[src/hw/obj_pkg.sv]
// sprite layer shared definitions
// widths, the scanner to drawer descriptor and the FSM encodings
`default_nettype none

package obj_pkg;

    localparam int obj_entries  = 102; // 5-byte entries that fit in 512 bytes
    localparam int obj_bytes    = 5;
    localparam int max_per_line = 32;
    localparam int line_width   = 256;

    typedef logic [8:0]  ram_addr_t;
    typedef logic [7:0]  byte_t;
    typedef logic [17:0] rom_addr_t; // bank, id, row, word
    typedef logic [15:0] rom_word_t; // four 4bpp pixels, bit planes interleaved
    typedef logic [8:0]  xpos_t;     // 256 and up is off screen
    typedef logic [7:0]  pxl_t;      // palette in high nibble, color in low

    // one tile row to draw
    typedef struct packed {
        logic [3:0] bank;
        logic [3:0] palette;
        logic [7:0] id;
        logic [3:0] row;
        logic       hflip;
        xpos_t      x;
    } obj_desc_t;

    typedef enum logic [2:0] {
        scan_idle,
        scan_read_y,
        scan_read_attr,
        scan_read_rest,
        scan_wait_draw
    } scan_state_t;

    typedef enum logic [1:0] {
        draw_idle,
        draw_fetch,
        draw_shift
    } draw_state_t;

endpackage

`default_nettype wire

[src/hw/obj_ram.sv]
// object attribute RAM, 512 bytes
// single port, CPU has priority over the line scanner
`default_nettype none

module obj_ram
    import obj_pkg::*;
(
    input  wire       clk,
    input  wire       cpu_cs,
    input  wire       cpu_wr_n,
    input  ram_addr_t cpu_addr,
    input  byte_t     cpu_din,
    input  ram_addr_t scan_addr,
    output byte_t     dout
);

    byte_t     mem [2**$bits(ram_addr_t)];
    ram_addr_t addr;
    logic      we;

    // scanner reads whatever the CPU points at while it is selected
    assign addr = cpu_cs ? cpu_addr : scan_addr;
    assign we   = cpu_cs & ~cpu_wr_n;

    always_ff @(posedge clk) begin
        if (we) begin
            mem[addr] <= cpu_din;
        end
        dout <= mem[addr]; // one clock read latency
    end

endmodule

`default_nettype wire

[config.mk]
export PLATFORM = sky130hd
export DESIGN_NAME = obj_ram
export DESIGN_NICKNAME = d
export VERILOG_FILES = /design/src/hw/obj_pkg.sv /design/src/hw/obj_ram.sv
export SDC_FILE = /design/constraint.sdc
export NUM_CORES = 2
export LEC_CHECK = 0
export BUFFER_PORTS_ARGS = -buffer_cell sky130_fd_sc_hd__buf_2
export CORE_UTILIZATION = 47
export CTS_CLUSTER_SIZE = 14
export DETAILED_ROUTE_END_ITERATION = 10
export GPL_ROUTABILITY_DRIVEN = 0
export HOLD_SLACK_MARGIN = 0.03
export MAX_ROUTING_LAYER = met4
export PLACE_DENSITY = 0.61
export SLEW_MARGIN = 20
export SYNTH_ARGS = -nofsm -noshare
export SYNTH_HDL_FRONTEND = slang
export SYNTH_SLANG_ARGS = --single-unit
[constraint.sdc]
create_clock -name clk -period 4.3 [get_ports clk]
set_input_delay 0.86 -clock clk [delete_from_list [all_inputs] [get_ports clk]]
set_output_delay 0.86 -clock clk [all_outputs]
set_load 0.005 [all_outputs]
==> flow_metrics.tcl <==
set metrics [dict create \
    grt_setup_unrepaired "false" \
    fin_tns_setup_ns 0 \
    ios 37 \
    slew_viol_final 0 \
    nets 9663 \
    mostFrequentLayoutCell "sky130_fd_sc_hd__edfxtp_1" \
    crit_path_frequent_cell "sky130_fd_sc_hd__buf_12" \
    drc_errors 0 \
    tritoncts "built" \
    power.static_leakage_nw 63.8 \
    timing.final.ws_setup_ns 0.0725 \
    pin_count_of_the_biggest_net_entering_global_routing 115 \
    whs_path_depth 1 \
    cts-htree-levels 5 \
    multi_input_area_um2 32800 \
    detail-route-antenna-nets 0 \
    clkLatencyLatePin_ns 0.94 \
    grt_pass1_wl_um 600000 \
    flow.area_growth_from_synthesis_pct 16.3 \
    dr.pass1.iters 6 \
    final_cells 14468 \
    root_buffer "sky130_fd_sc_hd__clkbuf_16" \
    cts_setup_buffers 0 \
    global_route.usage.total 0.250 \
    timing.critical_path.slowest_cell_delay_ns 0.72 \
    rr_startpoint "mem[0][0]" \
    total_power_w 0.0846 \
    grt_remaining_overflow 0 \
    crit_chain "buf_2, mux2_8, buf_12, buf_12, buf_12, buf_12, mux2i_1, o22ai_1, nor4_1, o22ai_1, o21ai_0, buf_4, nand4_1" \
    critical_path.startpoint_type "input port" \
    synth_warn 0 \
    drt_wl_total_um 419000 \
    num_rows 212 \
    critPathRequiredTime_ns 5.09 \
    initial_core_util 0.474 \
    rr_endpoint "dout[0]" \
    cts-hold-fix-buffers 0 \
    length_in_cells_of_the_worst_reg_to_reg_path 11 \
    seq_area_um2 123000 \
    synth.yosys.seq_area_share 0.777 \
    cpMaxStageDelayCell "sky130_fd_sc_hd__o21ai_0" \
    post-synth-top-area-fraction 0.776 \
    dp_hpwl_um 256000 \
    design.die.area_um2 339000 \
    synth_area_leaders "sky130_fd_sc_hd__edfxtp_1 78%, sky130_fd_sc_hd__mux2i_1 13%, sky130_fd_sc_hd__o22ai_1 4.0%, sky130_fd_sc_hd__nor2_1 1.2%, sky130_fd_sc_hd__o41ai_1 0.71%" \
    start_point_of_the_worst_min_delay_path "cpu_din[5]" \
    tritoncts.num_buffers 406 \
    fillerInstances 25573 \
    setup_viol 0 \
    vdd_ir_drop_max_uv 303 \
    cp-end-kind "register" \
    timing.critical_path.buf_inv 6 \
    antenna_violations_before_repair 24 \
    minimum_setup_slack_among_reg_to_reg_paths_ns 1.04 \
    fin_crit_share 0.983 \
    clock_tree.buffer_depth 4 \
    place_inst 13720 \
    peak_clock_frequency_supported_by_timing_mhz 237 \
    dieHeight_um 583 \
    timing.setup.critical_path_class "in -> reg" \
    power_density_nw_per_um2 459 \
    syn_nets 8813 \
    path_clk_slew_ns 0.06 \
    netlist_instances 8784 \
    kind_of_path_behind_the_tightest_hold_check "in -> reg" \
    maxCapViolCount 0 \
    post_place_setup_slack_ns -0.856 \
    avgSynthCellArea_um2 18.0 \
    grt_pass1_vias 84502 \
    post_route_cells_drive_above_1_share 0.165 \
    layout.cells.most_common_list "4096 x sky130_fd_sc_hd__edfxtp_1, 2051 x sky130_fd_sc_hd__mux2i_1, 1024 x sky130_fd_sc_hd__o22ai_1" \
    via_per_inst 5.92 \
    cts.sink_count 4104 \
    core-area_um2 334000 \
    detailroute.via_count 85692 \
    slew_headroom 0.261 \
    top_fanout_value_on_the_critical_path 43 \
    chipWidth_um 583 \
    synthDominantAreaCellType "sky130_fd_sc_hd__edfxtp_1" \
    hold_end "mem[395][5]" \
    post_cts_resized 0 \
    hold_viol 0 \
    place.port_buffers 36 \
    timing_worst_slew_pin_value_ns 1.09 \
    drt_iter0_drc 9782 \
    mappedNetlistArea_um2 158000 \
    cp_top_delay_family "buffers and inverters" \
    clock_skew_ns 0.0278 \
    synth_seq_cells 4104 \
    min_period_ns 4.23 \
    synth_cell_type_count 37 \
    cp_data_arrival_time_ns 5.02 \
    route.detailed.wl_per_inst_um 28.9 \
    outcome "completed" \
]
## per-stage QoR
| step | util | cell area [µm²] | hold slack, ns |
|---|---|---|---|
| 5_1_grt | 0.551 | 184000 | 0.244 |
| 3_5_place_dp | 0.512 | 171000 | 0.944 |
| 3_3_place_gp | 0.512 | 171000 | 0.938 |
| 2_1_floorplan | - | 158000 | 0.718 |
| 6_report | 0.551 | 184000 | 0.264 |
| 4_1_cts | 0.551 | 184000 | 0.213 |
## synth_stat cells
cell type                  number
sky130_fd_sc_hd__o221ai_1      32
sky130_fd_sc_hd__nand4_1       33
sky130_fd_sc_hd__dfxtp_1        8
sky130_fd_sc_hd__nor3b_1        4
sky130_fd_sc_hd__o21ai_0       24
sky130_fd_sc_hd__a32oi_1        1
sky130_fd_sc_hd__nor2b_1        2
sky130_fd_sc_hd__o32ai_1        1
sky130_fd_sc_hd__nor3_1        37
sky130_fd_sc_hd__a21oi_1        7
sky130_fd_sc_hd__nand2b_1       5
sky130_fd_sc_hd__o32a_1         1
sky130_fd_sc_hd__edfxtp_1    4096
sky130_fd_sc_hd__a22o_1         1
sky130_fd_sc_hd__clkbuf_1     224
sky130_fd_sc_hd__o22ai_1     1025
sky130_fd_sc_hd__a32o_1         1
sky130_fd_sc_hd__buf_6         39
sky130_fd_sc_hd__and3b_1        3
sky130_fd_sc_hd__nor2_1       520
sky130_fd_sc_hd__mux2i_1     2052
sky130_fd_sc_hd__and3_1         9
sky130_fd_sc_hd__buf_2        220
sky130_fd_sc_hd__nand3_1        1
sky130_fd_sc_hd__o22a_1        33
sky130_fd_sc_hd__o41ai_1      128
sky130_fd_sc_hd__buf_1         53
sky130_fd_sc_hd__nor4_1        96
sky130_fd_sc_hd__a22oi_1       10
sky130_fd_sc_hd__buf_4         36
sky130_fd_sc_hd__mux2_4         1
sky130_fd_sc_hd__o21ai_1       15
sky130_fd_sc_hd__nand2_1       52
sky130_fd_sc_hd__or2_2          4
sky130_fd_sc_hd__a41oi_1        7
sky130_fd_sc_hd__o21ai_2        1
sky130_fd_sc_hd__mux2_2         2
## metal layers
metal,part of all wire,track usage,vias to the layer above
met5,0,-,-
met4,0.026,0.0628,0
li1,-,-,37367
met1,0.42,0.352,44114
met2,0.47,0.383,3623
met3,0.081,0.0365,588
## cell families (layout without fill, tap and decap cells)
family	after synthesis	after routing	share of synthesized area
flops	4104	4104	0.777
compound gates	1287	1287	0.0538
buf+inv	572	1756	0.0180
other cells	0	6	0
mux	2055	2055	0.130
simple gates	766	766	0.0210
## worst reg2reg max path: cells and delay by family, from the launching register on
| kind | cells | cell delay [ns] |
|---|---|---|
| compound gates | 3 | 1.02 |
| buf+inv | 4 | 0.86 |
| flops | 1 | 0.38 |
| mux | 1 | 0.17 |
| simple gates | 3 | 0.69 |
## power breakdown
part / internal [W] / total (W) / switching (W)
Combinational: 0.00198 / 0.00548 / 0.00350
Clock: 0.0201 / 0.0350 / 0.0148
Sequential: 0.0440 / 0.0441 / 0.0000638
## flip-flops by register name, indices dropped and copies added, names as in the netlist
register / cells
mem: 4096
dout: 8
## cell type report
cell class,count,share of cell area
Antenna cell,6,0.0000815
Clock buffer,487,0.0574
Clock inverter,255,0.0133
Multi-Input combinational cell,4108,0.178
Sequential cell,4104,0.669
Tap cell,4494,0.0305
Timing Repair Buffer,1014,0.0522
## worst max path at each step
stage | from | end | cells after the start
finish | cpu_cs | dout[6] | 13
global route | cpu_cs | dout[3] | 15
CTS | cpu_cs | dout[6] | 13
detailed placement | cpu_cs | dout[6] | 13
global placement | cpu_cs | dout[6] | 13
floorplan | cpu_cs | mem[214][0] | 10
(Power assumes the default switching activity.)
