File: config.mk
export PLATFORM = sky130hd
export DESIGN_NAME = obj_line_buf
export DESIGN_NICKNAME = d
export VERILOG_FILES = /design/src/hw/obj_pkg.sv /design/src/hw/obj_line_buf.sv
export SDC_FILE = /design/constraint.sdc
export NUM_CORES = 2
export LEC_CHECK = 0
export BUFFER_PORTS_ARGS = -buffer_cell sky130_fd_sc_hd__buf_2
export CAP_MARGIN = 30
export CORE_MARGIN = 2
export CORE_UTILIZATION = 68
export DETAILED_ROUTE_END_ITERATION = 16
export HOLD_SLACK_MARGIN = 0.06
export PLACE_DENSITY_LB_ADDON = 0.15
export SLEW_MARGIN = 20
export SYNTH_ARGS = -nofsm -noshare
export SYNTH_HDL_FRONTEND = slang
export SYNTH_SLANG_ARGS = --single-unit
File: constraint.sdc
create_clock -name clk -period 5.7 [get_ports clk]
set_input_delay 0.855 -clock clk [delete_from_list [all_inputs] [get_ports clk]]
set_output_delay 0.855 -clock clk [all_outputs]
set_load 0.01 [all_outputs]
File: src/hw/obj_pkg.sv
// sprite layer shared definitions
// widths, the scanner to drawer descriptor and the FSM encodings
`default_nettype none

package obj_pkg;

    localparam int obj_entries  = 102; // 5-byte entries that fit in 512 bytes
    localparam int obj_bytes    = 5;
    localparam int max_per_line = 32;
    localparam int line_width   = 256;

    typedef logic [8:0]  ram_addr_t;
    typedef logic [7:0]  byte_t;
    typedef logic [17:0] rom_addr_t; // bank, id, row, word
    typedef logic [15:0] rom_word_t; // four 4bpp pixels, bit planes interleaved
    typedef logic [8:0]  xpos_t;     // 256 and up is off screen
    typedef logic [7:0]  pxl_t;      // palette in high nibble, color in low

    // one tile row to draw
    typedef struct packed {
        logic [3:0] bank;
        logic [3:0] palette;
        logic [7:0] id;
        logic [3:0] row;
        logic       hflip;
        xpos_t      x;
    } obj_desc_t;

    typedef enum logic [2:0] {
        scan_idle,
        scan_read_y,
        scan_read_attr,
        scan_read_rest,
        scan_wait_draw
    } scan_state_t;

    typedef enum logic [1:0] {
        draw_idle,
        draw_fetch,
        draw_shift
    } draw_state_t;

endpackage

`default_nettype wire

File: src/hw/obj_line_buf.sv
// double line buffer, 2 x 256 pixels
// one half is drawn while the other is read out and then cleared in hblank
`default_nettype none

module obj_line_buf
    import obj_pkg::*;
(
    input  wire   clk,
    input  wire   rst,
    input  wire   hbl,
    input  wire   pxl_cen,
    input  wire   line_sel,
    input  wire   wr_en,
    input  byte_t wr_x,
    input  pxl_t  wr_pxl,
    output logic  wr_busy,
    output pxl_t  obj_pxl
);

    pxl_t       mem [2 * line_width];
    pxl_t       q;
    pxl_t       wdata;
    logic [8:0] addr;
    logic       we;
    logic       rd;
    logic       rd_d;
    byte_t      clr_cnt;
    byte_t      rd_ptr;

    assign rd      = pxl_cen & ~hbl;
    assign wr_busy = rd; // reads win the port, drawer retries next clock

    always_comb begin
        wdata = wr_pxl;
        if (hbl) begin
            addr  = {~line_sel, clr_cnt}; // wipe the half just shown
            we    = 1'b1;
            wdata = '0;
        end else if (rd) begin
            addr = {~line_sel, rd_ptr};
            we   = 1'b0;
        end else begin
            addr = {line_sel, wr_x};
            we   = wr_en;
        end
    end

    always_ff @(posedge clk) begin
        if (we) begin
            mem[addr] <= wdata;
        end
        q <= mem[addr];
    end

    always_ff @(posedge clk or posedge rst) begin
        if (rst) begin
            clr_cnt <= '0;
            rd_ptr  <= '0;
            rd_d    <= 1'b0;
            obj_pxl <= '0;
        end else begin
            rd_d <= rd;
            if (hbl) begin
                clr_cnt <= clr_cnt + 8'd1;
                rd_ptr  <= '0;
            end else begin
                clr_cnt <= '0;
                if (rd) begin
                    rd_ptr <= rd_ptr + 8'd1;
                end
            end
            if (rd_d) begin
                obj_pxl <= q; // two clocks after the strobe
            end
        end
    end

endmodule

`default_nettype wire

==> results.toml <==
[run_status]
status = "completed"

[clocking]
cts_num_sinks = 4129
cts_tree = "done"
cts.clk_slew.worst_paths_ns = 0.07
h-tree-depth = 5
clock_latency_ns = 1.02
cts_buffer_depth = 4
cts_made_buffers = 407
root_buffer = "clkbuf_16"
post-cts-setup-buffers = 0

[global_routing]
grt_max_degree = 199
grt_pass1_wl_um = 610000
grt_overflow_total = 0
first_global_vias = 85600
antenna_found_initial = 26
grt_usage_pct = 36.0

[pwr]
power_density_nw_per_um2 = 363
p_total_mw = 65.1
cell_internal_pwr_mw = 50.7
power_frac_seq_pct = 51.5
power.share.clock_pct = 40.8
netSwitchingPower_mw = 14.4
ir_worst_vdd_uv = 296
leakage_nw = 57.2
swShare_pct = 22.1
power_frac_comb_pct = 7.6

[worst_setup_path]
cp_top_family = "compound AO/OA/AOI/OAI gates"
cp_num_cells = 11
worst_ep_arrival_time_ns = 5.62
worstPathCellList = "mux2_4 -> o21ai_4 -> buf_12 -> buf_12 -> mux4_2 -> a22oi_1 -> nand2_1 -> nor3_1 -> a2111oi_4 -> a31oi_1 -> nand4_1"
crit_slowest_cell = "a31oi_1"
ff2ff_path_depth = 11
path_common_cell = "buf_12"
critPathKind = "reg -> reg"
required_ns = 6.55
slowest_delay_ns = 0.71
startpoint_type = "register"
crit_path_end_kind = "register"
worst-path-buf-inv = 2
cp_max_fo = 39

[cells_and_area]
nets = 8521
design_area_sq_um = 179000
drive_gt1_share_pct = 22.3
syn2layout_area_growth_pct = 11.8

[placement]
dpl_cell_area_sq_um = 166000
gp_congestion = 0.904
dpl.hpwl_um = 248000
port_buffers = 30

[synthesis]
yosys_warnings = 0
synthFlopType = "edfxtp_1"
synth.distinct_cells = 61
synth-seq-area-share_pct = 77.1
synth_top_cell_area_share_pct = 76.6
yosysMostFrequentCell = "edfxtp_1"
syn_nets = 8227
syn_avg_cell_area_sq_um = 19.6
netlist_top_cells_area = "edfxtp_1 77%, mux4_2 12%, nand2_1 1.5%, nor2_1 1.3%, a22oi_1 0.74%"
netlist_instances = 8203
yosys-top-cells-count = "4,096 x edfxtp_1, 862 x mux4_2, 640 x nand2_1"
ys_seq_elements = 4129
syn-cell-area_sq_um = 160000
ys_async_sr_fraction_pct = 0.605
yosysTopAreaCell = "edfxtp_1"
synth_edf_count = 4096

[floorplanning]
pin_count = 31
die_area_sq_um = 240000
die_h_um = 490
core_sq_um = 235000
rows = 178
start_util_pct = 68.3
fp.dieW_um = 490

[sta]
drv_slew = 0
tightest_slew_ns = 1.14
period_share_pct = 83.6
finClkSkew_ns = 0.0766
hold-worst-slack_ns = 0.301
max_freq_mhz = 210
maxSlewHeadroom_pct = 23.7
grt_setup_unrepaired = "false"
setup_viol = 0
period_minus_slack_ns = 4.77
hold_viol_final = 0

[drt]
firstDrtPassIters = 8
drt_iter0_drc = 13700
viasPerCell = 7.19
wl_per_cell_um = 35.5
drc = 0
antenna_left = 0
vias = 86100
wl_um = 425000

[min_path]
holdPathStages = 2
holdCritPathClass = "in -> reg"

[flow_run]
drv_cap = 0
area by class of cell:
class,count,area [sq um]
flip-flops and latches,4129,124000
diodes,20,50.0
multi-input cells,3478,34100
fillers,12200,55500
clock buffers,488,10700
repair buffers,416,4240
well taps,3150,3940
inverters,65,244
clock inverters,231,2400
cell usage in the layout, fill, tap and decap left out, types with 19 or more instances in the layout:
| cell type | n |
|---|---|
| clkbuf_1 | 66 |
| nor3_1 | 61 |
| o211ai_1 | 157 |
| nand3_1 | 228 |
| nand2_1 | 617 |
| a221oi_1 | 44 |
| a22oi_1 | 158 |
| clkinv_2 | 73 |
| mux2i_1 | 85 |
| nand4_1 | 26 |
| nand2_4 | 19 |
| clkbuf_16 | 409 |
| dfrtp_1 | 25 |
| a32oi_1 | 20 |
| clkinv_1 | 73 |
| mux4_2 | 862 |
| buf_2 | 33 |
| diode_2 | 20 |
| buf_4 | 287 |
| buf_12 | 88 |
| bufinv_16 | 47 |
| inv_1 | 64 |
| and2_1 | 25 |
| clkinvlp_4 | 19 |
| mux2_2 | 40 |
| nor2_1 | 566 |
| a211oi_1 | 29 |
| o31a_1 | 27 |
| a31oi_1 | 62 |
| o21ai_0 | 22 |
| a22o_1 | 23 |
| o22ai_1 | 34 |
| a21oi_1 | 157 |
| edfxtp_1 | 4096 |
through the flow:
stage | setup TNS (ns) | worst slack [ns] | utilization (%) | std cells
2_1_floorplan | -4473.12 | -1.09 | - | 8203
3_3_place_gp | -1.30 | -0.580 | 70.6 | 11200
3_5_place_dp | 0 | 0.0581 | 70.7 | 11200
4_1_cts | 0 | 0.941 | 76.3 | 11900
5_1_grt | 0 | 0.897 | 76.4 | 12000
6_report | 0 | 0.935 | 76.4 | 12000
flip-flops by register name (all words and copies together) (netlist names):
register  count
mem        4096
clr_cnt       8
obj_pxl       8
q             8
rd_ptr        8
rd_d          1
timing repair:
item,in CTS,in global routing
endpoints found under the setup margin,0,0
endpoints found under the hold margin,25,0
hold buffers,1,0
resized for setup,0,0
routing by layer:
| metal | global-route usage [%] | vias up | part of all wire [%] |
|---|---|---|---|
| met5 | 0 | - | 0.037 |
| met4 | 18.3 | 20 | 5.6 |
| met3 | 9.14 | 1180 | 13 |
| met2 | 54.0 | 6711 | 47 |
| met1 | 50.4 | 44100 | 34 |
| li1 | - | 34100 | - |
cell families (layout without fill, tap and decap cells):
| kind of cell | Yosys count | in the layout | synth area share (%) |
|---|---|---|---|
| DFF | 4129 | 4129 | 77.1 |
| and+or+nand+nor | 1639 | 1639 | 4.29 |
| muxes | 988 | 988 | 12.9 |
| AOI/OAI and AO/OA | 836 | 836 | 3.69 |
| buffers and inverters | 596 | 1200 | 1.88 |
| xor gates and xnor gates | 13 | 13 | 0.0710 |
| adders and majority gates | 2 | 2 | 0.0156 |
| other | 0 | 20 | 0 |
power by group through the flow:
stage / Clock [mW] / Sequential, mW / Combinational (mW)
after global routing: 27.7 / 33.5 / 5.15
after global placement: 0 / 34.2 / 4.72
after floorplan: 0 / 34.2 / 3.07
final: 26.6 / 33.5 / 4.97
after detailed placement: 0 / 34.2 / 4.83
after CTS: 26.6 / 33.5 / 4.88
worst paths after layout:
kind,end,from,slack [ns]
max,q[7]$_DFF_P_,rd_ptr[0]$_DFFE_PP0P_,0.93
min,mem[108][5]$_DFFE_PP_,wr_pxl[5],0.30
max reg2reg,q[7]$_DFF_P_,rd_ptr[0]$_DFFE_PP0P_,0.93
min reg2reg,obj_pxl[4]$_DFFE_PP0P_,q[4]$_DFF_P_,0.49
max in group asynchronous,rd_ptr[1]$_DFFE_PP0P_,rst,4.77
min in group asynchronous,rd_ptr[0]$_DFFE_PP0P_,rst,0.55
No activity file was read; power rests on OpenSTA's default activity.
