--- src/hw/obj_pkg.sv ---
// sprite layer shared definitions
// widths, the scanner to drawer descriptor and the FSM encodings
`default_nettype none

package obj_pkg;

    localparam int obj_entries  = 102; // 5-byte entries that fit in 512 bytes
    localparam int obj_bytes    = 5;
    localparam int max_per_line = 32;
    localparam int line_width   = 256;

    typedef logic [8:0]  ram_addr_t;
    typedef logic [7:0]  byte_t;
    typedef logic [17:0] rom_addr_t; // bank, id, row, word
    typedef logic [15:0] rom_word_t; // four 4bpp pixels, bit planes interleaved
    typedef logic [8:0]  xpos_t;     // 256 and up is off screen
    typedef logic [7:0]  pxl_t;      // palette in high nibble, color in low

    // one tile row to draw
    typedef struct packed {
        logic [3:0] bank;
        logic [3:0] palette;
        logic [7:0] id;
        logic [3:0] row;
        logic       hflip;
        xpos_t      x;
    } obj_desc_t;

    typedef enum logic [2:0] {
        scan_idle,
        scan_read_y,
        scan_read_attr,
        scan_read_rest,
        scan_wait_draw
    } scan_state_t;

    typedef enum logic [1:0] {
        draw_idle,
        draw_fetch,
        draw_shift
    } draw_state_t;

endpackage

`default_nettype wire

--- src/hw/obj_draw.sv ---
// sprite tile row drawer
// fetches four ROM words per row and writes opaque pixels to the line buffer
`default_nettype none

module obj_draw
    import obj_pkg::*;
(
    input  wire        clk,
    input  wire        rst,
    input  wire        draw_req,
    input  obj_desc_t  desc,
    output rom_addr_t  rom_addr,
    input  rom_word_t  rom_data,
    input  wire        rom_ok,
    output logic       draw_done,
    output logic       wr_en,
    output byte_t      wr_x,
    output pxl_t       wr_pxl,
    input  wire        wr_busy
);

    draw_state_t state;
    obj_desc_t   cur;
    rom_word_t   word;
    logic [1:0]  wcnt;     // word within the row
    logic [1:0]  pcnt;     // pixel within the word
    logic [1:0]  pidx;
    logic [9:0]  xcnt;     // wide enough not to wrap back on screen
    logic [3:0]  color;
    logic        ok_dly;
    logic        stall;
    logic        start;
    logic        take;

    assign stall = wr_en & wr_busy; // line buffer is serving a read
    assign start = ~stall & (state == draw_idle) & draw_req;
    assign take  = ~stall & (state == draw_fetch) & ok_dly & rom_ok;
    assign pidx  = pcnt ^ {2{cur.hflip}};
    assign color = {word[{2'b11, pidx}], word[{2'b10, pidx}],
                    word[{2'b01, pidx}], word[{2'b00, pidx}]};

    always_ff @(posedge clk) begin
        if (start) begin
            cur <= desc;
        end
        if (take) begin
            word <= rom_data;
        end
    end

    always_ff @(posedge clk or posedge rst) begin
        if (rst) begin
            state     <= draw_idle;
            rom_addr  <= '0;
            draw_done <= 1'b0;
            wr_en     <= 1'b0;
            wr_x      <= '0;
            wr_pxl    <= '0;
            wcnt      <= '0;
            pcnt      <= '0;
            xcnt      <= '0;
            ok_dly    <= 1'b0;
        end else begin
            draw_done <= 1'b0;
            ok_dly    <= rom_ok;
            if (!stall) begin
                wr_en <= 1'b0;
                case (state)
                    draw_idle: begin
                        if (draw_req) begin
                            rom_addr <= {desc.bank, desc.id, desc.row, {2{desc.hflip}}};
                            xcnt     <= {1'b0, desc.x};
                            wcnt     <= '0;
                            pcnt     <= '0;
                            ok_dly   <= 1'b0;
                            state    <= draw_fetch;
                        end
                    end
                    draw_fetch: begin
                        // rom_ok must hold for two clocks in a row
                        if (ok_dly && rom_ok) begin
                            pcnt  <= '0;
                            state <= draw_shift;
                        end
                    end
                    draw_shift: begin
                        wr_en  <= (color != 4'd0) && (xcnt < 10'(line_width));
                        wr_x   <= xcnt[7:0];
                        wr_pxl <= {cur.palette, color};
                        xcnt   <= xcnt + 10'd1;
                        pcnt   <= pcnt + 2'd1;
                        if (pcnt == 2'd3) begin
                            if (wcnt == 2'd3) begin
                                draw_done <= 1'b1;
                                state     <= draw_idle;
                            end else begin
                                wcnt     <= wcnt + 2'd1;
                                rom_addr <= {cur.bank, cur.id, cur.row,
                                             (wcnt + 2'd1) ^ {2{cur.hflip}}};
                                ok_dly   <= 1'b0;
                                state    <= draw_fetch;
                            end
                        end
                    end
                    default: state <= draw_idle;
                endcase
            end
        end
    end

endmodule

`default_nettype wire

--- config.mk ---
export PLATFORM = sky130hd
export DESIGN_NAME = obj_draw
export DESIGN_NICKNAME = d
export VERILOG_FILES = /design/src/hw/obj_pkg.sv /design/src/hw/obj_draw.sv
export SDC_FILE = /design/constraint.sdc
export NUM_CORES = 1
export LEC_CHECK = 0
export BUFFER_PORTS_ARGS = -buffer_cell sky130_fd_sc_hd__buf_2
export CELL_PAD_IN_SITES_DETAIL_PLACEMENT = 1
export CELL_PAD_IN_SITES_GLOBAL_PLACEMENT = 2
export CORE_MARGIN = 2
export CORE_UTILIZATION = 30
export DETAILED_ROUTE_END_ITERATION = 12
export PLACE_DENSITY_LB_ADDON = 0.1
export REMOVE_ABC_BUFFERS = 1
export SYNTH_ARGS = -nofsm -noshare
export SYNTH_HDL_FRONTEND = slang
export SYNTH_SLANG_ARGS = --single-unit
--- constraint.sdc ---
create_clock -name clk -period 2.6 [get_ports clk]
set_clock_uncertainty 0.2 [all_clocks]
set_input_delay 0.52 -clock clk [delete_from_list [all_inputs] [get_ports clk]]
set_output_delay 0.52 -clock clk [all_outputs]
set_load 0.1 [all_outputs]
==> results of run 1 <==
-- cell type report --
type,instances,share of cell area (%)
sequential,90,52.3
clock buffer,10,4.91
tap,147,3.95
multi-input combinational,186,25.5
inverter,4,0.322
clock inverter,6,1.23
timing repair buffer,100,11.8
-- worst max-delay path by stage --
stage | from | to | slack (ns) | cells past startpoint
detailed placement | cur[9] | wr_en | 0.36 | 4
CTS | cur[9] | wr_en | 0.35 | 4
global route | cur[9] | wr_en | 0.29 | 4
global placement | cur[9] | wr_en | 0.45 | 4
floorplan | wr_en | rom_addr[1] | -1.42 | 3
finish | cur[9] | wr_en | 0.38 | 4
-- layer usage --
| metal | GRT usage (%) | vias to the layer above | part of all wire [%] |
|---|---|---|---|
| li1 | - | 1264 | - |
| met1 | 17.8 | 1271 | 44 |
| met2 | 23.6 | 66 | 49 |
| met3 | 4.48 | 9 | 4.9 |
| met4 | 5.78 | 0 | 1.7 |
| met5 | 0 | - | 0 |
-- sequential cells by signal (all words and copies together), names as in the netlist --
| register | cells |
|---|---|
| rom_addr | 18 |
| state | 2 |
| word | 16 |
| pcnt | 2 |
| wr_en | 1 |
| draw_done | 1 |
| xcnt | 10 |
| wr_pxl | 8 |
| ok_dly | 1 |
| cur | 21 |
| wcnt | 2 |
| wr_x | 8 |
-- cells by family (layout without fill, tap and decap cells) --
family	Yosys count	count (layout)	synth area share, %
AO/OA/AOI/OAI	57	57	9.37
buffers and inverters	18	120	2.00
flip-flops	90	90	66.1
AND/OR/NAND/NOR	99	99	12.1
multiplexers	23	23	8.28
XOR/XNOR	4	4	1.15
adder cells (fa/ha/maj)	3	3	1.02
-- layout by cell type (no fill, tap or decap), types with 3 or more instances in the layout --
cell | netlist | final
inv_1 | 4 | 3
a31oi_1 | 17 | 17
mux2_2 | 13 | 13
nand2b_1 | 4 | 4
clkbuf_16 | 0 | 9
o21ai_0 | 10 | 10
o22ai_1 | 5 | 5
a21oi_1 | 14 | 14
dfrtp_1 | 53 | 53
nand3_1 | 8 | 8
nor2_1 | 22 | 22
buf_2 | 5 | 86
mux4_2 | 3 | 3
ha_1 | 3 | 3
and2_1 | 3 | 3
edfxtp_1 | 37 | 37
mux2_1 | 4 | 4
buf_4 | 0 | 13
nand2_1 | 48 | 48
-- metrics by stage --
stage                     area [um^2]  hold slack (ns)  util (%)
after detailed placement         4370            0.245      36.4
after floorplan                  3630            0.232         -
after global routing             4660           0.0449      38.8
after CTS                        4660           0.0192      38.8
final                            4660         -0.00180      38.8
after global placement           4370            0.236      36.4
-- worst reg2reg max path, delay by kind of cell, from the launching register on --
kind	cells	cell delay [ns]
mux	1	0.56
xor+xnor	1	0.37
compound gates	1	0.11
flops	1	0.49
simple gates	1	0.37
==> qor.yml, run 1 <==
worstPathMaxFanout: 4
clock_path_buffers: 2
regArea_mm2: 0.00244
wl_mm: 8.81
slew_violations: 0
placementRows: 40
die_h_um: 115
maxSlewHeadroom_pct: 65.9
status: "finished with violations"
numCtsBuffers: 9
vias: 2610
syn_to_final_growth_pct: 26.4
crit_buf_inv: 0
timing_hold_violations_final: 3
hp-class: "in -> async"
period_minus_slack_ns: 2.22
die_x_um: 115
grt_usage_pct: 14.4
yosys_warnings: 0
grt_pass1_wl_mm: 14.1
layout_setup_ws_ns: 0.383
synth-edff-count: 37
reg2reg_slack_ns: 0.38
violations: "hold timing"
start_util_pct: 30.7
drtAntennaViolNets: 0
yosys.area.top_type: "dfrtp_1"
die_area_mm2: 0.0132
async_flop_share_pct: 58.9
dp_hpwl_mm: 6.18
grt_max_degree: 42
viasPerCell: 4.81
ys_top_cells_by_area: "dfrtp_1, edfxtp_1, nand2_1"
synth_commonest_cells: "dfrtp_1, nand2_1, edfxtp_1"
clk-insertion-delay-late_ns: 0.35
critical_path_class: "reg -> reg"
final_layout_size_suffix_gt1_share_pct: 33.8
diodes: 0
fp.coreArea_mm2: 0.0120
fin_crit_sh_pct: 85.3
synthCells: 294
hold_buffers: 0
arrival_ns: 2.24
multi_input_area_mm2: 0.00119
tritoncts: "built"
syn_avg_cell_area_um2: 12.5
yosysUniqueCellTypes: 42
cts_resized: 0
dp.cells: 527
maxCapViolCount: 0
pre_cts_slack_ns: 0.365
drtIter0Drc: 103
overflow: 0
clkTransAtPathRegs_ns: 0.06
antenna_found_initial: 0
r2r-end: "wr_en"
slowest_delay_ns: 0.56
hold_slack_ns: -0.00180
gp_congestion: 0.730
startpoint_type: "flop"
nNetsFinal: 445
route.detailed.drc: 0
finalSetupViolations: 0
stdcell_count: 543
path_cells: "xnor2_2, mux4_2, nor4_1, o41ai_1"
drtPass1Iterations: 4
synth_top_flop_cell: "dfrtp_1"
grt_setup_unrepaired: "no"
yosysSeqAreaShare_pct: 66.1
grt_pass1_vias: 2718
crit_slowest_cell: "mux4_2"
synth_top_area_share_pct: 36.0
cts_setup_buffers: 0
clock-sinks: 90
io_pins: 87
ff2ff_path_depth: 4
io_buffers: 86
reg2reg_from: "cur[9]"
cp.required_ns: 2.63
fillers: 1330
cpLargestDelayFamily: "multiplexers"
synth_most_common_cell: "dfrtp_1"
yosys_register_bits: 90
htreeDepth: 3
avgRoutedWirePerCell_um: 16.2
root_buffer: "clkbuf_16"
clock.fmax_ghz: 0.451
cp-end-kind: "flop"
worst_pin_slew_ns: 0.510
setup-tns-final_ns: 0
syn_area_mm2: 0.00369
Power of run 1 is left out: the tool's default activity adds up to more than one toggle a clock period on the data nets, which glitch-free logic cannot reach.
==> run 2: changes to the inputs <==
CORE_MARGIN = default   (was 2)
==> run 2 against run 1 <==
The flow now finishes without violations; setup slack got worse by 0.0087 ns; final cell count fell by 0.74%; sequential cell count did not move; worst hold slack improved by 0.032 ns; count of clock-buffer cells in the layout did not move; critical path depth did not move; utilization rose by 0.052 points; cell area rose by 0.13%; non-clock buffer count fell by 4; first-iteration DRC count rose by 17%; largest cell class unchanged; fmax fell by 0.39%; sequential share of layout area fell by 0.070 points; critical endpoint unchanged.
==> qor.yml, run 2 (same netlist as run 1, synthesis figures left out) <==
status: "finished clean"
clock.fmax_ghz: 0.449
largest_register_ffs: 21
startpoint_type: "flop"
antenna_found_initial: 0
diodes: 0
period_minus_slack_ns: 2.23
grt_pass1_wl_mm: 14.8
mostFrequentLayoutCell: "buf_2"
regMostFlops: "cur"
final_layout_size_suffix_gt1_share_pct: 33.2
grt_setup_unrepaired: "no"
tritoncts: "built"
die_x_um: 113
worst_pin_slew_ns: 0.504
clk-insertion-delay-late_ns: 0.34
syn_to_final_growth_pct: 26.6
root_buffer: "clkbuf_16"
maxCapViolCount: 0
timing_hold_violations_final: 0
final_area_mm2: 0.00467
hp-class: "in -> async"
die_h_um: 113
dp_hpwl_mm: 5.91
cp.required_ns: 2.62
placementRows: 40
clkTransAtPathRegs_ns: 0.06
cts_setup_buffers: 0
grt_pass1_vias: 2776
setup-tns-final_ns: 0
io_pins: 87
grt_max_degree: 54
clock-sinks: 90
gp_congestion: 0.685
reg_top3: "cur (21), rom_addr (18), word (16)"
htreeDepth: 3
grt_usage_pct: 15.4
numCtsBuffers: 9
drtIter0Drc: 121
grt.busiest_layer: "met2"
grtUsageMet3_pct: 3.16
vias: 2589
fillers: 1341
ff2ff_path_depth: 4
fp.coreArea_mm2: 0.0120
cp-end-kind: "flop"
met2_usage_pct: 25.1
hold_buffers: 0
critical_path_class: "reg -> reg"
cts_resized: 0
finalSetupViolations: 0
avgRoutedWirePerCell_um: 16.3
pre_cts_slack_ns: 0.355
nNetsFinal: 441
drtPass1Iterations: 4
start_util_pct: 30.7
route.detailed.drc: 0
mostFrequentLayoutCells: "buf_2, dfrtp_1, nand2_1"
slew_violations: 0
drtAntennaViolNets: 0
fin_crit_sh_pct: 85.6
placed_cell_area_mm2: 0.00436
viasPerCell: 4.80
overflow: 0
layout_setup_ws_ns: 0.375
arrival_ns: 2.24
wl_mm: 8.76
worstPathMaxFanout: 4
clock_path_buffers: 2
io_buffers: 86
die_area_mm2: 0.0127
grt_util_met1_pct: 19.7
maxSlewHeadroom_pct: 66.7
[run 2: cell types whose count changed in the layout (fill, tap and decap cells not counted)]
cell and delta:
buf_12 +1, buf_4 -5, bufinv_16 +1, clkinv_4 +1, clkinvlp_4 -2
[run 2: metal layers]
metal  routed length, um  up-vias
met3                 268        9
li1                    -     1254
met5                   0        -
met1                4060     1277
met4                 133        0
met2                4300       49
[run 2: final timing paths]
kind / startpoint / end / slack, ns
max reg2reg: cur[9] / wr_en / 0.37
min: rst / rom_addr[12] / 0.03
max: cur[9] / wr_en / 0.37
max in group asynchronous: rst / xcnt[9] / 1.92
min in group clk: rom_data[15] / word[15] / 0.15
min reg2reg: cur[25] / wr_pxl[7] / 0.26
[run 2: cell type report]
class	instances	area (um^2)	share of cell area (%)
clock buffers	10	229	4.91
well taps	147	184	3.94
multi-input cells	186	1190	25.5
clock inverters	6	81.3	1.74
repair buffers	96	531	11.4
inverters	4	15.0	0.322
flip-flops and latches	90	2440	52.2
[run 2: per-stage QoR]
step / instances / hold slack (ns) / utilization (%)
floorplan: 280 / 0.232 / -
global placement: 523 / 0.236 / 36.3
detailed placement: 523 / 0.249 / 36.3
CTS: 539 / 0.0361 / 38.9
global route: 539 / 0.0624 / 38.9
finish: 539 / 0.0303 / 38.9
[run 2: worst max-delay path, cell delays in order (launching register included)]
cell,delay (ns)
edfxtp_1,0.49
xnor2_2,0.40
mux4_2,0.57
nor4_1,0.35
o41ai_1,0.10
Power of run 2 is left out for the same reason.
==> run 3: changes to the inputs <==
CTS_BUF_LIST = sky130_fd_sc_hd__clkbuf_16   (was default)
REMOVE_ABC_BUFFERS = default   (was 1)
clock period = 2.3 ns   (was 2.6 ns; I/O delays follow)
==> run 3 against run 2 <==
Via count rose by 1.5%; critical path depth did not move; routed wire length rose by 2.2%; non-clock buffer count rose by 6; fmax rose by 3.3%; final cell count is 1.1% higher; critical endpoint unchanged; utilization grew 0.68 points; sequential share of layout area shrank 0.87 points.
==> qor.yml, run 3 (same netlist as run 1, synthesis figures left out) <==
viasPerCell: 4.82
mostFrequentLayoutCells: "buf_2, dfrtp_1, nand2_1"
maxCapViolCount: 0
gp_congestion: 0.731
setup-tns-final_ns: 0
cp-endpoint: "wr_en"
grtUsageMet3_pct: 3.43
startpoint_type: "flop"
grt_util_met1_pct: 20.3
period_minus_slack_ns: 2.15
grt_usage_pct: 15.4
arrival_ns: 2.16
worst_pin_slew_ns: 0.851
grt_pass1_vias: 2802
drtAntennaViolNets: 0
r2r-end: "wr_en"
dp_hpwl_mm: 6.20
hp-class: "in -> reg"
reg_top3: "cur (21), rom_addr (18), word (16)"
diodes: 0
reg2reg_from: "cur[9]"
clock-sinks: 90
fin_crit_sh_pct: 93.7
grt_pass1_wl_mm: 14.7
finalSetupViolations: 0
clock_path_buffers: 2
die_h_um: 113
htreeDepth: 3
vias: 2629
drtPass1Iterations: 4
critical_path_class: "reg -> reg"
fillers: 1315
nNetsFinal: 447
ff2ff_path_depth: 4
root_buffer: "clkbuf_16"
drtIter0Drc: 79
met2_usage_pct: 24.0
clkTransAtPathRegs_ns: 0.07
syn-num-nets: 348
maxSlewHeadroom_pct: 43.1
slew_violations: 0
tritoncts: "built"
wl_mm: 8.95
fp.coreArea_mm2: 0.0120
start_util_pct: 30.7
timing_hold_violations_final: 0
clock.fmax_ghz: 0.464
status: "finished clean"
grt_setup_unrepaired: "no"
clk-insertion-delay-late_ns: 0.34
syn_to_final_growth_pct: 28.8
placementRows: 40
worstPathMaxFanout: 4
antenna_found_initial: 0
die_x_um: 113
cts_setup_buffers: 0
mostFrequentLayoutCell: "buf_2"
avgRoutedWirePerCell_um: 16.4
grt_max_degree: 42
largest_register_ffs: 21
route.detailed.drc: 0
final_layout_size_suffix_gt1_share_pct: 34.7
regMostFlops: "cur"
reg2reg_slack_ns: 0.15
numCtsBuffers: 9
cp.required_ns: 2.31
io_pins: 87
overflow: 0
grt.busiest_layer: "met2"
io_buffers: 86
setup.worst_path.start: "cur[9]"
cp-end-kind: "flop"
die_area_mm2: 0.0127
[run 3: worst min path at each step]
stage	startpoint	endpoint	depth (start not counted)
5_1_grt	rom_data[7]	word[7]	1
3_5_place_dp	cur[22]	wr_pxl[4]	1
2_1_floorplan	cur[22]	wr_pxl[4]	1
6_report	rom_data[12]	word[12]	1
4_1_cts	rom_data[12]	word[12]	1
3_3_place_gp	cur[25]	wr_pxl[7]	1
[run 3: timing repair]
action                     CTS  global route
cloned                       0             0
resized for setup            1             1
setup endpoints to repair    1             1
hold buffers                 1             0
hold endpoints to repair    17             0
[run 3: metal layers]
layer / vias to the layer above / share of wire [%] / routed length, um
met5: - / 0 / 0
met4: 0 / 2.2 / 194
met3: 17 / 4.3 / 388
met2: 64 / 47 / 4180
met1: 1281 / 47 / 4180
li1: 1267 / - / -
[run 3: layout make-up]
class / instances / area (um^2) / share of cell area, %
Inverter: 4 / 15.0 / 0.316
Timing Repair Buffer: 102 / 591 / 12.4
Clock inverter: 7 / 87.6 / 1.84
Multi-Input combinational cell: 186 / 1210 / 25.4
Tap cell: 147 / 184 / 3.87
Clock buffer: 9 / 225 / 4.74
Sequential cell: 90 / 2440 / 51.4
[run 3: critical path: stages, from the launching register on]
cell	delay, ns
edfxtp_1	0.53
xnor2_4	0.31
mux4_2	0.56
nor4_2	0.32
o41ai_1	0.11
[run 3: through the flow]
| stage | utilization [%] | hold WS [ns] | worst slack (ns) | cell area, um^2 | cells |
|---|---|---|---|---|---|
| 2_1_floorplan | - | 0.232 | 0.238 | 3690 | 294 |
| 3_3_place_gp | 36.7 | 0.235 | 0.131 | 4410 | 528 |
| 3_5_place_dp | 36.7 | 0.244 | 0.00116 | 4410 | 528 |
| 4_1_cts | 39.5 | 0.0774 | 0.0515 | 4740 | 545 |
| 5_1_grt | 39.5 | 0.0761 | 0.00736 | 4750 | 545 |
| 6_report | 39.5 | 0.0911 | 0.146 | 4750 | 545 |
Power of run 3 is left out for the same reason.
