### src/hw/obj_pkg.sv
// sprite layer shared definitions
// widths, the scanner to drawer descriptor and the FSM encodings
`default_nettype none

package obj_pkg;

    localparam int obj_entries  = 102; // 5-byte entries that fit in 512 bytes
    localparam int obj_bytes    = 5;
    localparam int max_per_line = 32;
    localparam int line_width   = 256;

    typedef logic [8:0]  ram_addr_t;
    typedef logic [7:0]  byte_t;
    typedef logic [17:0] rom_addr_t; // bank, id, row, word
    typedef logic [15:0] rom_word_t; // four 4bpp pixels, bit planes interleaved
    typedef logic [8:0]  xpos_t;     // 256 and up is off screen
    typedef logic [7:0]  pxl_t;      // palette in high nibble, color in low

    // one tile row to draw
    typedef struct packed {
        logic [3:0] bank;
        logic [3:0] palette;
        logic [7:0] id;
        logic [3:0] row;
        logic       hflip;
        xpos_t      x;
    } obj_desc_t;

    typedef enum logic [2:0] {
        scan_idle,
        scan_read_y,
        scan_read_attr,
        scan_read_rest,
        scan_wait_draw
    } scan_state_t;

    typedef enum logic [1:0] {
        draw_idle,
        draw_fetch,
        draw_shift
    } draw_state_t;

endpackage

`default_nettype wire

### src/hw/obj_scan.sv
// per-line sprite scanner
// walks the object table after hblank and hands visible sprites to the drawer
// stops at 32 drawn sprites or at the last entry
`default_nettype none

module obj_scan
    import obj_pkg::*;
(
    input  wire       clk,
    input  wire       rst,
    input  wire       hbl,
    input  byte_t     vpos,
    input  byte_t     ram_dout,
    output ram_addr_t scan_addr,
    input  wire       draw_done,
    output logic      draw_req,
    output obj_desc_t desc,
    output logic      line_sel
);

    localparam ram_addr_t last_entry = ram_addr_t'((obj_entries - 1) * obj_bytes);

    scan_state_t state;
    ram_addr_t   base;     // first byte of current entry
    logic [2:0]  offset;
    logic        wait_mem;
    logic [1:0]  step;
    logic [5:0]  drawn;
    logic        hbl_d;
    logic        hbl_fall;
    logic        last;
    logic        in_zone;
    byte_t       y_lat;
    byte_t       attr;
    byte_t       dy;

    assign scan_addr = base + ram_addr_t'(offset);
    assign hbl_fall  = hbl_d & ~hbl;
    assign last      = base == last_entry;
    assign dy        = vpos - y_lat;       // wraps mod 256
    assign in_zone   = dy[7:4] == 4'd0;

    always_ff @(posedge clk or posedge rst) begin
        if (rst) begin
            state    <= scan_idle;
            base     <= '0;
            offset   <= '0;
            wait_mem <= 1'b0;
            step     <= '0;
            drawn    <= '0;
            hbl_d    <= 1'b0;
            line_sel <= 1'b0;
            draw_req <= 1'b0;
            y_lat    <= '0;
            attr     <= '0;
            desc     <= '0;
        end else begin
            hbl_d    <= hbl;
            draw_req <= 1'b0;
            if (hbl_fall) begin
                line_sel <= ~line_sel; // swap buffer halves every line
            end
            case (state)
                scan_idle: begin
                    if (hbl_fall) begin
                        state    <= scan_read_y;
                        base     <= '0;
                        offset   <= 3'd0;
                        wait_mem <= 1'b1;
                        drawn    <= '0;
                    end
                end
                scan_read_y: begin
                    wait_mem <= 1'b0;
                    if (!wait_mem) begin
                        y_lat    <= ram_dout;
                        offset   <= 3'd1;
                        wait_mem <= 1'b1;
                        state    <= scan_read_attr;
                    end
                end
                scan_read_attr: begin
                    wait_mem <= 1'b0;
                    if (wait_mem) begin
                        offset <= 3'd2; // prefetch bank/palette byte
                    end else begin
                        attr <= ram_dout;
                        if (!ram_dout[7] || !in_zone) begin
                            if (last) begin
                                state <= scan_idle;
                            end else begin
                                base     <= base + ram_addr_t'(obj_bytes);
                                offset   <= 3'd0;
                                wait_mem <= 1'b1;
                                state    <= scan_read_y;
                            end
                        end else begin
                            desc.row   <= dy[3:0];
                            desc.hflip <= ram_dout[3];
                            offset     <= 3'd3;
                            step       <= 2'd0;
                            state      <= scan_read_rest;
                        end
                    end
                end
                scan_read_rest: begin
                    step <= step + 2'd1;
                    case (step)
                        2'd0: begin
                            desc.palette <= ram_dout[7:4];
                            desc.bank    <= ram_dout[3:0];
                            offset       <= 3'd4;
                        end
                        2'd1: desc.id <= ram_dout;
                        default: begin
                            desc.x   <= {attr[1], ram_dout}; // x msb lives in attr
                            draw_req <= 1'b1;
                            state    <= scan_wait_draw;
                        end
                    endcase
                end
                scan_wait_draw: begin
                    if (draw_done) begin
                        drawn <= drawn + 6'd1;
                        if (last || drawn == 6'(max_per_line - 1)) begin
                            state <= scan_idle;
                        end else begin
                            base     <= base + ram_addr_t'(obj_bytes);
                            offset   <= 3'd0;
                            wait_mem <= 1'b1;
                            state    <= scan_read_y;
                        end
                    end
                end
                default: state <= scan_idle;
            endcase
        end
    end

endmodule

`default_nettype wire

### config.mk
export PLATFORM = sky130hd
export DESIGN_NAME = obj_scan
export DESIGN_NICKNAME = d
export VERILOG_FILES = /design/src/hw/obj_pkg.sv /design/src/hw/obj_scan.sv
export SDC_FILE = /design/constraint.sdc
export NUM_CORES = 1
export LEC_CHECK = 0
export ABC_AREA = 1
export BUFFER_PORTS_ARGS = -buffer_cell sky130_fd_sc_hd__buf_2
export CAP_MARGIN = 20
export CORE_MARGIN = 2
export CORE_UTILIZATION = 56
export CTS_BUF_LIST = sky130_fd_sc_hd__clkbuf_8 sky130_fd_sc_hd__clkbuf_16
export DETAILED_ROUTE_END_ITERATION = 10
export PLACE_DENSITY = 0.87
export SLEW_MARGIN = 10
export SYNTH_ARGS = -nofsm -noshare
export SYNTH_HDL_FRONTEND = slang
export SYNTH_SLANG_ARGS = --single-unit
### constraint.sdc
create_clock -name clk -period 2.9 [get_ports clk]
set_clock_uncertainty 0.2 [all_clocks]
set_input_delay 0.435 -clock clk [delete_from_list [all_inputs] [get_ports clk]]
set_output_delay 0.435 -clock clk [all_outputs]
set_load 0.02 [all_outputs]
==> results of run 1 <==
[power breakdown]
group,internal [uW],total (uW),leakage (uW),switching [uW]
Sequential,1280,1530,0.000841,248
Combinational,727,2190,0.00141,1460
Clock,489,870,0.000106,381
Total,2500,4590,0.00236,2090
[cells in the mapped netlist, types with 3 or more instances]
master                     instances
sky130_fd_sc_hd__inv_2             7
sky130_fd_sc_hd__ha_1             15
sky130_fd_sc_hd__inv_1            62
sky130_fd_sc_hd__nand3_1          16
sky130_fd_sc_hd__nor2_1           31
sky130_fd_sc_hd__xor2_1           10
sky130_fd_sc_hd__nand2_1         131
sky130_fd_sc_hd__o21ai_1           3
sky130_fd_sc_hd__clkbuf_1          3
sky130_fd_sc_hd__dfrtp_1          66
sky130_fd_sc_hd__nand2_2           9
sky130_fd_sc_hd__nand4_1          11
sky130_fd_sc_hd__buf_6             3
sky130_fd_sc_hd__o21ai_0          38
sky130_fd_sc_hd__o21ai_2          11
sky130_fd_sc_hd__nor3_1            3
sky130_fd_sc_hd__buf_2             3
sky130_fd_sc_hd__a21oi_1          14
[area by class of cell]
| type | count | area, um2 |
|---|---|---|
| flip-flops and latches | 66 | 1650 |
| fillers | 508 | 2070 |
| repair buffers | 62 | 330 |
| multi-input cells | 310 | 1670 |
| inverters | 70 | 268 |
| clock buffers | 9 | 124 |
| clock inverters | 7 | 101 |
| well taps | 77 | 96.3 |
[worst paths after layout]
path / from / end / cells after the start
hold / removal: hbl / hbl_d / 1
min in group asynchronous: rst / desc[13] / 3
max in group asynchronous: rst / drawn[1] / 4
setup / recovery: base[0] / scan_addr[8] / 7
hold reg to reg: line_sel / line_sel / 1
setup reg to reg: y_lat[0] / desc[9] / 14
[metal layers]
metal	part of all wire	vias to the layer above
met3	0.059	30
met2	0.50	130
met4	0.029	0
met1	0.41	1567
li1	-	1568
met5	0	-
[cell families (layout without fill, tap and decap cells)]
group           count (synthesis)  in the layout  synth area share
fa+ha+maj                      17             17            0.0626
buf+inv                        79            148            0.0901
flops                          66             66             0.454
simple gates                  210            210             0.252
xor+xnor                       12             12            0.0289
compound gates                 71             71             0.112
[state kept, by name, summed over array words and instances (netlist names), 2 cells and up]
name and cells:
desc 30, base 9, y_lat 8, drawn 6, offset 3, state 3
step 2
[what timing repair did]
item / 4_1_cts / 5_1_grt
gates resized for setup: 1 / 5
pin swaps: 0 / 0
hold endpoints to repair: 22 / 0
setup endpoints to repair: 3 / 13
hold buffers: 1 / 0
gates cloned: 0 / 0
[stage by stage]
step / hold slack (ps) / setup slack [ps]
2_1_floorplan: 248 / 461
3_3_place_gp: 259 / 241
3_5_place_dp: 252 / 139
4_1_cts: 6.17 / 3.67
5_1_grt: 17.0 / 16.8
6_report: 25.0 / 120
==> results.md, run 1 <==
Logic synthesis:
- The top cell type's share of synthesized area is 0.454.
- Of the synthesized area, sequential elements account for 0.454.
- sky130_fd_sc_hd__dfrtp_1 takes more of the synthesized area than any other cell.
- The fraction of synthesis flops using an asynchronous set or reset pin is 1.00.
- For this run, the number of Yosys warnings is 0.
- The count of flip-flops with a built-in enable after synthesis is 0.
- Synthesis produced a netlist with a net count of 492.
- The synthesized design contains 66 register bits.
- The netlist area before placement is 3640 um2.
- The post-synthesis average cell area is approximately 8 um2.
- Among all flip-flop cells after synthesis, the most frequent one is sky130_fd_sc_hd__dfrtp_1.
- Sorting the synthesized cells by area gives the leading types as sky130_fd_sc_hd__dfrtp_1 (45%), sky130_fd_sc_hd__nand2_1 (14%), sky130_fd_sc_hd__inv_1 (6.4%), sky130_fd_sc_hd__o21ai_0 (5.2%), sky130_fd_sc_hd__ha_1 (5.2%).
- Synthesis instantiated 33 different standard cells from the library.
- Synthesis produced a netlist whose cell count is 455.

GRT:
- The number of global-route vias before repair is 3115.
- The global-route congestion overflow total is 0.
- The highest-utilization routing layer at the global route stage is met2.
- For this run, global-route usage on met1 was measured as 0.314.
- The combined global-route utilization of all metal layers is 0.248.
- The met2 track demand over resource in global routing is 0.412.
- The maximum number of pins on one net before global-route repair is 45.
- The global-route wire length before repair is between 10000 and 15000 um.
- The global-route met3 utilization is 0.0452.
- The initial antenna violation count is 0.

CTS:
- The total number of clock tree sinks is 66.
- The count of buffers added by post-CTS timing repair for setup is 0.
- In this run the deepest clock path goes through 2 buffers.
- The buffer type at the clock tree root is sky130_fd_sc_hd__clkbuf_8.
- The clock insertion delay at the later pin of the skew report is between 300 and 400 ps.
- The total CTS buffers is 9.
- The number of H-tree levels is 3.
- The clock transition time at the flip-flop clock pins of the worst setup and hold paths is roughly 70 ps.
- TritonCTS built the clock tree.

Drt:
- Detailed routing inserted a total of 3295 vias.
- The DRC violations left is 0.
- The number of nets with antenna violations after routing is 0.
- In the routed layout, each cell is associated on average with a via count of 5.48.
- Before antenna repair, the detailed router went through 5 iterations.
- The final wirelength is between 8000 and 9000 um.
- After the first detailed-routing iteration, the DRC count stood at 315.
- After detailed routing, the average wire length per cell comes to ~14 um.

Critical path:
- The critical path in this run is classified as reg2out.
- The required time of the critical path is 2270 ps.
- The worst reg-to-reg setup slack is 240 ps.
- STA classifies the critical path startpoint as a flip-flop.
- The critical-path maximum fanout is 6.
- The delay of the slowest cell on the worst path is 430 ps.
- The signal arrival time at the worst endpoint is around 2200 ps.
- The cell with the biggest individual delay on the critical path is sky130_fd_sc_hd__dfrtp_2.
- Together, buffers and inverters on the worst path number 2.
- The type of element capturing the critical path is a primary output.
- Among cell families on the critical path, the largest total delay comes from adder cells.
- The signal on the critical path passes through ha_1 -> inv_1 -> fa_1 -> o21ai_2 -> nand2_1 -> xor2_1 -> buf_2.

Finish:
- The library cells used most frequently in the layout, excluding fill and tap cells, are sky130_fd_sc_hd__nand2_1 (131), sky130_fd_sc_hd__dfrtp_1 (65), sky130_fd_sc_hd__inv_1 (61).
- The finished cells cover around 4200 um2.
- The number of standard cells in the layout, taps in and fillers out is 601.
- At the end of the flow the core is filled with cells to 0.673.
- The library cell used most frequently in the layout, excluding fill and tap cells, is sky130_fd_sc_hd__nand2_1.
- The area added between synthesis and finish is 16.7%.
- The number of antenna diodes in the final layout is 0.
- The number of nets in the finished design is 556.
- In the final layout, the share of cells above drive strength 1 is 0.218.

STA:
- The number of failing setup endpoints in the final timing report is 0.
- For the pin with the worst max-slew slack, the measured transition is roughly 540 ps.
- The hold violation count in the final report is 0.
- The worst relative slew slack is 0.637.
- Dividing the final minimum period by the clock period gives 0.959.
- The final-layout setup total negative slack is 0 ps.
- The number of pins exceeding their max-slew limit in the final report is 0.
- Setup repair after global routing left no endpoint under its margin.
- The minimum clock period is 2780 ps.
- Derived from the worst setup path, the maximum achievable clock frequency is 0.360 GHz.

Floorplan:
- The core region area is roughly 6300 um2.
- The number of ports placed on the die boundary is 61.
- The floorplan step defined a die boundary enclosing 7160 um2.
- In this run the core area contains 29 standard-cell rows.
- From bottom edge to top edge, the die measures ~85 um.
- The starting density of the core is 0.576.
- The overall die width is 84.6 um.

Placement:
- The HPWL after detailed placement is 6030 um.
- During placement, the flow inserted port buffers numbering 60.
- Counting tap cells, the placed design contains a total of about 600 instances.
- The routability congestion estimate is 0.882.
- In this run the cell area measured after placement is between 3000 and 4000 um2.

Power:
- Summing internal, switching and leakage power gives 4590 uW.
- VDD sags by at most 0.726 mV.
- Summed over all cells, the static leakage comes to ~0.0024 uW.
- In this run the power density over the cells is roughly 1100 nW/um2.

Run status:
- The run finished with clean final reports.

Hold path:
- The worst hold path belongs to the class in2reg.

Run:
- The tool flagged a number of max-cap violations equal to 0.
No activity file was read; power rests on OpenSTA's default activity.
==> run 2: changes to the inputs <==
--- a/config.mk
+++ b/config.mk
@@ -8,11 +8,13 @@
 export ABC_AREA = 1
 export BUFFER_PORTS_ARGS = -buffer_cell sky130_fd_sc_hd__buf_2
 export CAP_MARGIN = 20
+export CELL_PAD_IN_SITES_DETAIL_PLACEMENT = 0
+export CELL_PAD_IN_SITES_GLOBAL_PLACEMENT = 1
 export CORE_MARGIN = 2
-export CORE_UTILIZATION = 56
+export CORE_UTILIZATION = 42
 export CTS_BUF_LIST = sky130_fd_sc_hd__clkbuf_8 sky130_fd_sc_hd__clkbuf_16
 export DETAILED_ROUTE_END_ITERATION = 10
-export PLACE_DENSITY = 0.87
+export PLACE_DENSITY = 0.89
 export SLEW_MARGIN = 10
 export SYNTH_ARGS = -nofsm -noshare
 export SYNTH_HDL_FRONTEND = slang
==> run 2 against run 1 <==
  * Design area is 0.29% lower
  * Wire length down 5.6%
  * Clock power decreased by 17%
  * Count of clock-buffer cells in the layout unchanged
  * Cell count increased by 4.7%
  * Power down 5.1%
  * Worst setup slack better by 43 ps
  * Largest power group unchanged
  * Global-route usage down 6.9 points
  * Highest routed layer unchanged
  * Critical endpoint is now scan_addr[7]
  * Hold slack got worse by 7.0 ps
==> results.md, run 2 (synthesis gave the netlist of run 1 again) <==
Floorplan:
- The number of placement rows was 33 (+14%).
- The core region area is 8300 um2 (+31%).
- The overall die width was 97.1 um (+15%).
- The number of ports placed on the die boundary came to 61 (unchanged).
- The area of the die is 9420 um2 (+32%).
- The starting density of the core is 0.438 (-0.138).
- The die extent in y is 97.1 um (+15%).

Critical path:
- Among all stages on the critical path, the largest delay is contributed by sky130_fd_sc_hd__dfrtp_1.
- The signal arrival time at the worst endpoint was 2100 ps (-50 ps).
- Traced cell by cell, the critical path runs through ha_1 -> a21oi_1 -> inv_1 -> a31oi_2 -> nor2_1 -> nand2_1 -> xor2_1 -> buf_2.
- The delay of the slowest cell on the worst path is 450 ps (+20 ps).
- The required time of the critical path was 2270 ps (about the same).
- The critical-path maximum fanout is 6 (unchanged).
- The kind of start point of the critical path is a flip-flop.
- The kind of cell adding the most delay to the critical path is flip-flops.
- The type of element capturing the critical path is a primary output.
- The type of the setup path with the least slack is reg2out.
- The count of buffering cells on the critical path with inverters included was 2 (unchanged).

CTS:
- The number of H-tree levels is 3 (unchanged).
- The total CTS buffers came to 9 (unchanged).
- The clock transition time at the flip-flop clock pins of the worst setup and hold paths is 80 ps (about the same).
- The number of buffers on the longest clock path is 2 (unchanged).
- TritonCTS built the clock tree.
- The total number of clock tree sinks is 66 (unchanged).
- The clock insertion delay at the later pin of the skew report is 350 ps (about the same).
- The buffer type at the clock tree root is sky130_fd_sc_hd__clkbuf_8.

Finish:
- The number of flip-flops under the largest register name came to 30 (unchanged).
- The area added between synthesis and finish is 16.4%.
- The register with the most flip-flops in the final layout is desc.
- The summed area of non-filler cells in the final layout is 4230 um2 (-0.29%).
- The number of nets in the finished design is 556 (unchanged).
- The fraction of layout cells with a size suffix above 1 is 0.216 (-0.00191).
- The antenna diode count came to 0 (unchanged).
- The largest registers in the layout are desc (30), base (9), y_lat (8).
- The most frequent standard cell in the layout excluding fill and tap cells is sky130_fd_sc_hd__nand2_1.
- In the layout the commonest cells are sky130_fd_sc_hd__nand2_1 (131), sky130_fd_sc_hd__dfrtp_1 (65), sky130_fd_sc_hd__inv_1 (61).
- The layout filler cell count is 825 (+62%).

GRT:
- The initial antenna violation count is 0 (unchanged).
- The combined global-route utilization of all metal layers is 0.179 (-0.0688).
- The maximum number of pins on one net before global-route repair came to 67 (+49%).
- The global-route wire length before repair came to 13700 um (-2.8%).
- The number of global-route vias before repair was 2939 (-5.7%).
- The global-route congestion overflow total was 0 (unchanged).

Drt:
- The final wirelength came to 7990 um (-5.6%).
- The DRC marker count from the first detailed-route iteration was 157 (-50%).
- The first-pass iteration count of the detailed router is 4 (-1).
- The number of nets with antenna violations after routing is 0 (unchanged).
- The vias after detailed routing is 3091 (-6.2%).
- The DRC violations left was 0 (unchanged).
- The routed wirelength normalized by instance count is 12.7 um (-9.8%).
- The post-detailed-route via-to-cell ratio is 4.91 (-10%).

Placement:
- The area after detailed placement is 4030 um2 (+0.88%).
- The HPWL after detailed placement was 6010 um (-0.35%).
- The routability congestion estimate was 0.848 (-3.9%).
- The count of input and output buffers is 60 (unchanged).

STA:
- The hold violation count in the final report was 0 (unchanged).
- The number of failing setup endpoints in the final timing report was 0 (unchanged).
- The final clock period utilization by the worst path is 0.944 (-0.0149).
- The maximum operating frequency is 0.365 GHz (+1.6%).
- The actual slew at the worst max-slew pin is 541 ps (-2.85 ps).
- The final-layout setup total negative slack was 0 ps (unchanged).
- The number of pins exceeding their max-slew limit in the final report came to 0 (unchanged).
- The minimum clock period is 2740 ps (-43.1 ps).
- The worst relative slew slack is 0.638 (+0.00191).

Power:
- The switching power total is 2020 uW (-3.2%).
- The overall power consumption is 4350 uW (-5.1%).
- The switching part of the total is 0.465 (+0.00899).
- The proportion of power drawn by the clock network was 0.165 (-0.025).
- The largest voltage drop on the vdd net is 0.533 mV (-27%).
- The logic gate share of total power is 0.487 (+0.010).
- The relative contribution of sequential cells to total power came to 0.348 (+0.015).
- The static leakage was 0.00234 uW (-0.80%).
- The internal power summed over all cells is 2330 uW (-6.7%).
- The power density over the cells is 1030 nW/um2 (-4.8%).

Run status:
- The flow ran to the end, and the final reports show no timing, DRC or antenna violations.

Run:
- The max capacitance violation total is 0 (unchanged).

Hold path:
- The class of the worst hold path is in2reg.
## run 2: cell count changes in the layout (fill, tap and decap cells not counted), sizes merged
cell    delta
inv        +3
clkinv     -1
bufinv     -2
## run 2: path summary, 6_finish.rpt
path / from / endpoint / cells after the start / slack [ps]
worst max-delay path: base[2] / scan_addr[7] / 8 / 160
worst min-delay path: hbl / hbl_d / 1 / 20
worst max register to register: y_lat[0] / base[7] / 13 / 260
worst min register to register: line_sel / line_sel / 1 / 260
max in group asynchronous: rst / base[0] / 4 / 1720
min in group asynchronous: rst / offset[2] / 4 / 500
## run 2: cell type report
type | instances | area (um2) | area share
Multi-Input combinational cell | 310 | 1670 | 0.394
Sequential cell | 66 | 1650 | 0.390
Clock buffer | 9 | 124 | 0.0293
Clock inverter | 7 | 58.8 | 0.0139
Timing Repair Buffer | 62 | 330 | 0.0780
Tap cell | 105 | 131 | 0.0310
Inverter | 70 | 268 | 0.0632
## run 2: per-layer routing
layer / global-route usage / vias up / part of all wire
li1: - / 1580 / -
met1: 0.240 / 1446 / 0.46
met2: 0.288 / 55 / 0.49
met3: 0.0367 / 10 / 0.033
met4: 0.0650 / 0 / 0.014
met5: 0 / - / 0
## run 2: power groups by stage
stage / clock network (uW) / registers (uW) / logic (uW)
3_5_place_dp: 0 / 1520 / 2120
6_report: 718 / 1510 / 2120
5_1_grt: 784 / 1560 / 2400
2_1_floorplan: 0 / 1740 / 1330
3_3_place_gp: 0 / 1510 / 2070
4_1_cts: 738 / 1510 / 2140
## run 2: stage by stage
stage	hold WS (ps)	setup WS, ps	util	instances
6_report	18.0	163	0.510	629
2_1_floorplan	248	461	-	455
3_3_place_gp	254	225	0.486	612
4_1_cts	8.17	6.95	0.509	629
5_1_grt	20.7	-17.7	0.510	629
3_5_place_dp	252	127	0.486	612
## run 2: repair_timing
action                                  in CTS  in global routing
hold buffers                                 1                  0
buffers inserted                             0                  0
resized for setup                            1                  3
pin swaps                                    0                  1
endpoints found under the setup margin       3                  4
endpoints found under the hold margin       66                  0
